**src/hw/mem_pkg.sv**
```systemverilog
package mem_pkg;

    // word and address geometry
    localparam int data_w    = 32;              // bits per memory word
    localparam int bank_bits = 2;               // upper address bits pick the bank
    localparam int num_banks = 1 << bank_bits;  // four banks side by side
    localparam int row_w     = 8;               // row address inside one bank
    localparam int num_rows  = 1 << row_w;      // rows per bank and sweep length
    localparam int addr_w    = bank_bits + row_w;

    // one request toward the scratchpad
    // addr holds bank in the upper bits and row in the lower bits
    typedef struct packed {
        logic              en;         // single cycle strobe
        logic              we;         // write when set, read when clear
        logic              all_banks;  // broadcast write, sequencer only
        logic [data_w-1:0] wmask;      // set bit takes the new data bit
        logic [addr_w-1:0] addr;
        logic [data_w-1:0] din;
    } mem_req_t;

    // read return toward the host
    typedef struct packed {
        logic              valid;  // one cycle pulse
        logic [data_w-1:0] data;
    } mem_rsp_t;

endpackage
```
**src/hw/mem_init_sequencer.sv**
```systemverilog
`timescale 1ns/1ps

module mem_init_sequencer (
    input  logic              clk,
    input  logic              rst_n,
    input  mem_pkg::mem_req_t host_req,   // raw host strobes
    output mem_pkg::mem_req_t array_req,  // sweep writes or host traffic
    output logic              busy        // high until every row is cleared
);

    logic [mem_pkg::row_w-1:0] row_cnt;   // row being cleared this cycle
    logic                      busy_q;
    logic                      last_row;  // final row of the sweep

    assign last_row = (row_cnt == mem_pkg::row_w'(mem_pkg::num_rows - 1));

    // sweep state
    // reset parks at row 0 with busy set
    always_ff @(posedge clk or negedge rst_n) begin
        if (!rst_n) begin
            row_cnt <= '0;
            busy_q  <= 1'b1;
        end else if (busy_q) begin
            row_cnt <= row_cnt + 1'b1;  // wraps to 0 after the last row
            if (last_row) begin
                busy_q <= 1'b0;         // done, stays low until next reset
            end
        end
    end

    assign busy = busy_q;

    // broadcast zero write for the current row
    mem_pkg::mem_req_t sweep_req;

    always_comb begin
        sweep_req           = '0;
        sweep_req.en        = 1'b1;
        sweep_req.we        = 1'b1;
        sweep_req.all_banks = 1'b1;   // every bank at once
        sweep_req.wmask     = '1;     // full word
        sweep_req.addr      = {{mem_pkg::bank_bits{1'b0}}, row_cnt};
        sweep_req.din       = '0;
    end

    // host request as forwarded after the sweep
    mem_pkg::mem_req_t fwd_req;

    always_comb begin
        fwd_req           = host_req;
        fwd_req.all_banks = 1'b0;  // broadcast is not a host feature
    end

    // only gate on host traffic
    // host strobes during busy simply vanish
    always_comb begin
        if (busy_q) begin
            array_req = sweep_req;
        end else begin
            array_req = fwd_req;
        end
    end

endmodule

```
**config.mk**
```make
export PLATFORM = sky130hd
export DESIGN_NAME = mem_init_sequencer
export DESIGN_NICKNAME = d
export VERILOG_FILES = /design/src/hw/mem_pkg.sv /design/src/hw/mem_init_sequencer.sv
export SDC_FILE = /design/constraint.sdc
export NUM_CORES = 1
export LEC_CHECK = 0
export ABC_AREA = 0
export BUFFER_PORTS_ARGS = -buffer_cell sky130_fd_sc_hd__buf_2
export CAP_MARGIN = 10
export CORE_ASPECT_RATIO = 0.5
export CORE_UTILIZATION = 28
export CTS_CLUSTER_DIAMETER = 30
export DETAILED_ROUTE_END_ITERATION = 8
export PLACE_DENSITY = 0.85
export RECOVER_POWER = 25
export SLEW_MARGIN = 20
export SYNTH_ARGS = -nofsm -noshare
export SYNTH_HDL_FRONTEND = slang
export SYNTH_SLANG_ARGS = --single-unit
```
**constraint.sdc**
```tcl
create_clock -name clk -period 1.5 [get_ports clk]
set_input_delay 0.15 -clock clk [delete_from_list [all_inputs] [get_ports clk]]
set_output_delay 0.15 -clock clk [all_outputs]
set_load 0.1 [all_outputs]
```
==> results of run 1 <==
[through the flow]
step | instance area, um^2 | setup TNS, ns
3_5_place_dp | 2890 | 0
3_3_place_gp | 2890 | 0
2_1_floorplan | 1370 | -6.46
[cell families after synthesis]
group | after synthesis | synth area share
simple gates | 78 | 0.501
flops | 9 | 0.237
xor+xnor | 7 | 0.0641
buf+inv | 10 | 0.0707
fa+ha+maj | 1 | 0.0131
compound gates | 1 | 0.00786
mux | 9 | 0.106
==> results.yml, run 1 <==
synthesis:
  async_flop_share: 1.00
  synthTopCellsByCount: "nor2b_1, or2_2, mux2_2"
  ys_types: 19
  synth_seq_cells: 9
  synth_top_area_share: 0.223
  syn_inst: 115
  yosysWarnings: 0
  synth_area_um2: 956
  avgSynthCellArea_um2: 8.31
  ys_seq_area_frac: 0.237
  synth_edf_count: 0
  synth-main-ff-cell: "dfrtp_1"
  syn_nets: 195
  synth_most_common_cell: "nor2b_1"
  synth_top_area_cell: "nor2b_1"
  synth_area_leaders: "nor2b_1, dfrtp_1, or2_2, mux2_2, xnor2_1"
status:
  status: "aborted with a tool error"
  haltStage: "clock tree synthesis"
  error: "[ERROR DPL-0038] Utilization greater than 100%, impossible to legalize"
floorplan:
  die_h_um: 43.3
  start_util: 0.307
  die_w_um: 84.6
  row_count: 14
  pin_count: 157
clock_network:
  cts-root-buf: "clkbuf_8"
  post_cts_resize_count: 153
  cts_setup_buffers: 2
  numClockSinks: 9
  postCtsHoldBufs: 1
  htreeDepth: 1
  cts_buffer_depth: 2
  cts_made_buffers: 3
placement:
  pre_cts_ws_ns: 0.0186
  dp_hpwl_mm: 4.91
  gp_congestion: 0.777
  io_buffers: 155
  placed_cells: 311
==> run 2: changes to the inputs <==
--- a/config.mk
+++ b/config.mk
@@ -8,11 +8,9 @@
 export ABC_AREA = 0
 export BUFFER_PORTS_ARGS = -buffer_cell sky130_fd_sc_hd__buf_2
 export CAP_MARGIN = 10
-export CORE_ASPECT_RATIO = 0.5
-export CORE_UTILIZATION = 28
-export CTS_CLUSTER_DIAMETER = 30
+export CORE_UTILIZATION = 20
 export DETAILED_ROUTE_END_ITERATION = 8
-export PLACE_DENSITY = 0.85
+export PLACE_DENSITY_LB_ADDON = 0.15
 export RECOVER_POWER = 25
 export SLEW_MARGIN = 20
 export SYNTH_ARGS = -nofsm -noshare
==> run 2 against run 1 <==
The flow now finishes, with violations (design-rule violations, negative setup slack). Synthesized area stayed put. Synthesized cell count is the same.
==> results.yml, run 2 <==
status:
  status: "finished, violations left"
  violations: "design-rule violations, negative setup slack"
layout:
  regMostFlops: "row_cnt"
  post_layout_nonfiller_instances: 330
  mostFrequentLayoutCells: "buf_12, buf_2, or2_4, nor2b_4"
  antenna_cells: 0
  drive_gt1_frac: 0.896
  layout_commonest_cell: "buf_12"
  largest_reg_flops: 8
  utilization: 0.793
  final_nets: 359
  finalInstanceArea_um2: 3550
  area_growth_pct: 271
synthesis:
  synth_top_area_share: 0.223
  synth_edf_count: 0
  avgSynthCellArea_um2: 8.31
  synth-main-ff-cell: "dfrtp_1"
  synthXorXnorAreaFrac: 0.0641
  synthMuxAreaShare: 0.106
  ys_types: 19
  yosysWarnings: 0
  synthTopCellsByCount: "nor2b_1, or2_2, mux2_2"
  synth_top_area_cell: "nor2b_1"
  synth_seq_cells: 9
  ys_seq_area_frac: 0.237
  synth_area_um2: 956
  synth_compound_area_frac: 0.00785
  synth_area_leaders: "nor2b_1, dfrtp_1, or2_2, mux2_2, xnor2_1"
  synth_simple_gate_area_frac: 0.501
  synth_most_common_cell: "nor2b_1"
  synth_adder_area_share: 0.0131
  synth_top_family_by_area: "simple AND/OR/NAND/NOR gates"
  syn_nets: 195
  syn_inst: 115
  async_flop_share: 1.00
sta:
  hold_violations: 0
  drv_slew: 0
  relSlewSlack: 0.661
  fin_crit_ns: 1.66
  hold_slack_ns: 0.389
  rsz0062_at_grt: "yes"
  worst_pin_slew_ns: 0.508
  fin_ws_ns: -0.163
  setup_viol: 78
  fmax_mhz: 602
  layout_worst_path_cycle_share: 1.11
  finClkSkew_ns: 0.00395
critical_path:
  critPathKind: "flip-flop to primary output"
  cp_max_fo: 8
  reg2reg_slack_ns: 0.03
  reg2reg_from: "busy$_DFF_PN1_"
  crit_top_cell: "buf_12"
  arrival_ns: 1.51
  r2r-end: "row_cnt[7]$_DFFE_PN0P_"
  path_cells: "buf_12, mux2_4, buf_12"
  required_ns: 1.35
  startpoint_type: "flip-flop"
  reg2regPathDepth: 6
  endpoint_kind: "primary output"
  slowest_delay_ns: 0.64
  cp_slowest_cell: "dfstp_4"
run:
  maxCapViolCount: 0
placement:
  placed_area_um2: 3310
  io_buffers: 155
  dp_hpwl_mm: 3.73
  gp_congestion: 0.734
  pre_cts_ws_ns: 0.0662
  placed_cells: 321
detailed_routing:
  remaining_drc_errors: 12
  drt-total-wl_mm: 4.51
  initialDrtViolationCount: 33
  final_antenna_net_count: 0
  dr.pass1.iters: 6
  wire_per_inst_um: 13.7
  via_count: 1387
  via_per_inst: 4.20
floorplan:
  die_area_um2: 5060
  core_um2: 4470
  die_h_um: 71.1
  row_count: 24
  die_w_um: 71.1
  pin_count: 157
  start_util: 0.214
power_and_ir_drop:
  p_clk_frac: 0.133
  ir_worst_vdd_uv: 456
  powerDensity_nw_per_um2: 593
  p_sw_frac: 0.502
  leakage_nw: 1.82
  p_switching_w: 0.00105
  p_seq_frac: 0.116
  internal-power_w: 0.00105
  power_frac_comb: 0.751
clock_network:
  cts_tree: "yes"
  cts_made_buffers: 3
  cts.clk_slew.worst_paths_ns: 0.04
  htreeDepth: 1
  clock_latency_ns: 0.23
  cts-root-buf: "clkbuf_8"
  numClockSinks: 9
  cts_buffer_depth: 2
worst_hold_path:
  hold_path.class: "input port to async pin"
global_route:
  grt_start_max_net_pins: 21
  grt_overflow: 0
  grtUsageTotal: 0.176
  grt_pass1_wl_mm: 6.94
  antenna_found_initial: 0
  grt_pass1_vias: 1439
==> run 2: through the flow <==
stage	power [W]	setup TNS [ns]
after global routing	0.00216	-10.62
after global placement	0.00178	0
final	0.00210	-6.95
after CTS	0.00212	-8.93
after detailed placement	0.00179	0
after floorplan	0.00122	-6.46
==> run 2: kinds of logic (layout without fill, tap and decap cells) <==
logic type / count (synthesis) / after routing
mux: 9 / 9
fa+ha+maj: 1 / 1
compound gates: 1 / 1
flops: 9 / 9
simple gates: 78 / 78
buf+inv: 10 / 173
xor+xnor: 7 / 7
==> run 2: area by class of cell <==
class / count / area [um^2]
Timing Repair Buffer: 169 / 2170
Multi-Input combinational cell: 96 / 1030
Fill cell: 253 / 928
Sequential cell: 9 / 230
Tap cell: 52 / 65.1
Clock buffer: 4 / 45.0
==> run 2: routing by layer <==
layer | vias up | track usage | wire, um
met5 | - | 0 | 0
met4 | 0 | 0.0333 | 29
met3 | 7 | 0.0442 | 376
met2 | 79 | 0.360 | 2660
met1 | 612 | 0.178 | 1440
li1 | 689 | - | -
==> run 2: power groups by stage <==
stage / registers, W / clock network (W) / logic, W
detailed placement: 0.000247 / 0 / 0.00155
floorplan: 0.000247 / 0 / 0.000969
CTS: 0.000244 / 0.000291 / 0.00158
finish: 0.000244 / 0.000279 / 0.00158
global placement: 0.000247 / 0 / 0.00153
global route: 0.000243 / 0.000306 / 0.00161
==> run 2: worst max-delay path: cells and delay by family (launching register included) <==
family	cells	cell delay, ns
buf+inv	2	0.32
flops	1	0.64
mux	1	0.32
==> run 2: worst max-delay path by stage <==
stage | start | end | slack [ns]
floorplan | busy$_DFF_PN1_ | array_req[67] | -0.12
global placement | busy$_DFF_PN1_ | array_req[10] | 0.07
detailed placement | busy$_DFF_PN1_ | array_req[10] | 0.07
CTS | busy$_DFF_PN1_ | array_req[22] | -0.17
global route | busy$_DFF_PN1_ | array_req[36] | -0.20
finish | busy$_DFF_PN1_ | array_req[36] | -0.16
==> run 2: timing repair <==
action                     CTS  global route
setup endpoints to repair   78            81
hold endpoints to repair     9             0
setup buffers                3             0
hold buffers                 1             0
cloned                       0             1
gates resized for setup     36             2
No activity file was read; power rests on OpenSTA's default activity.
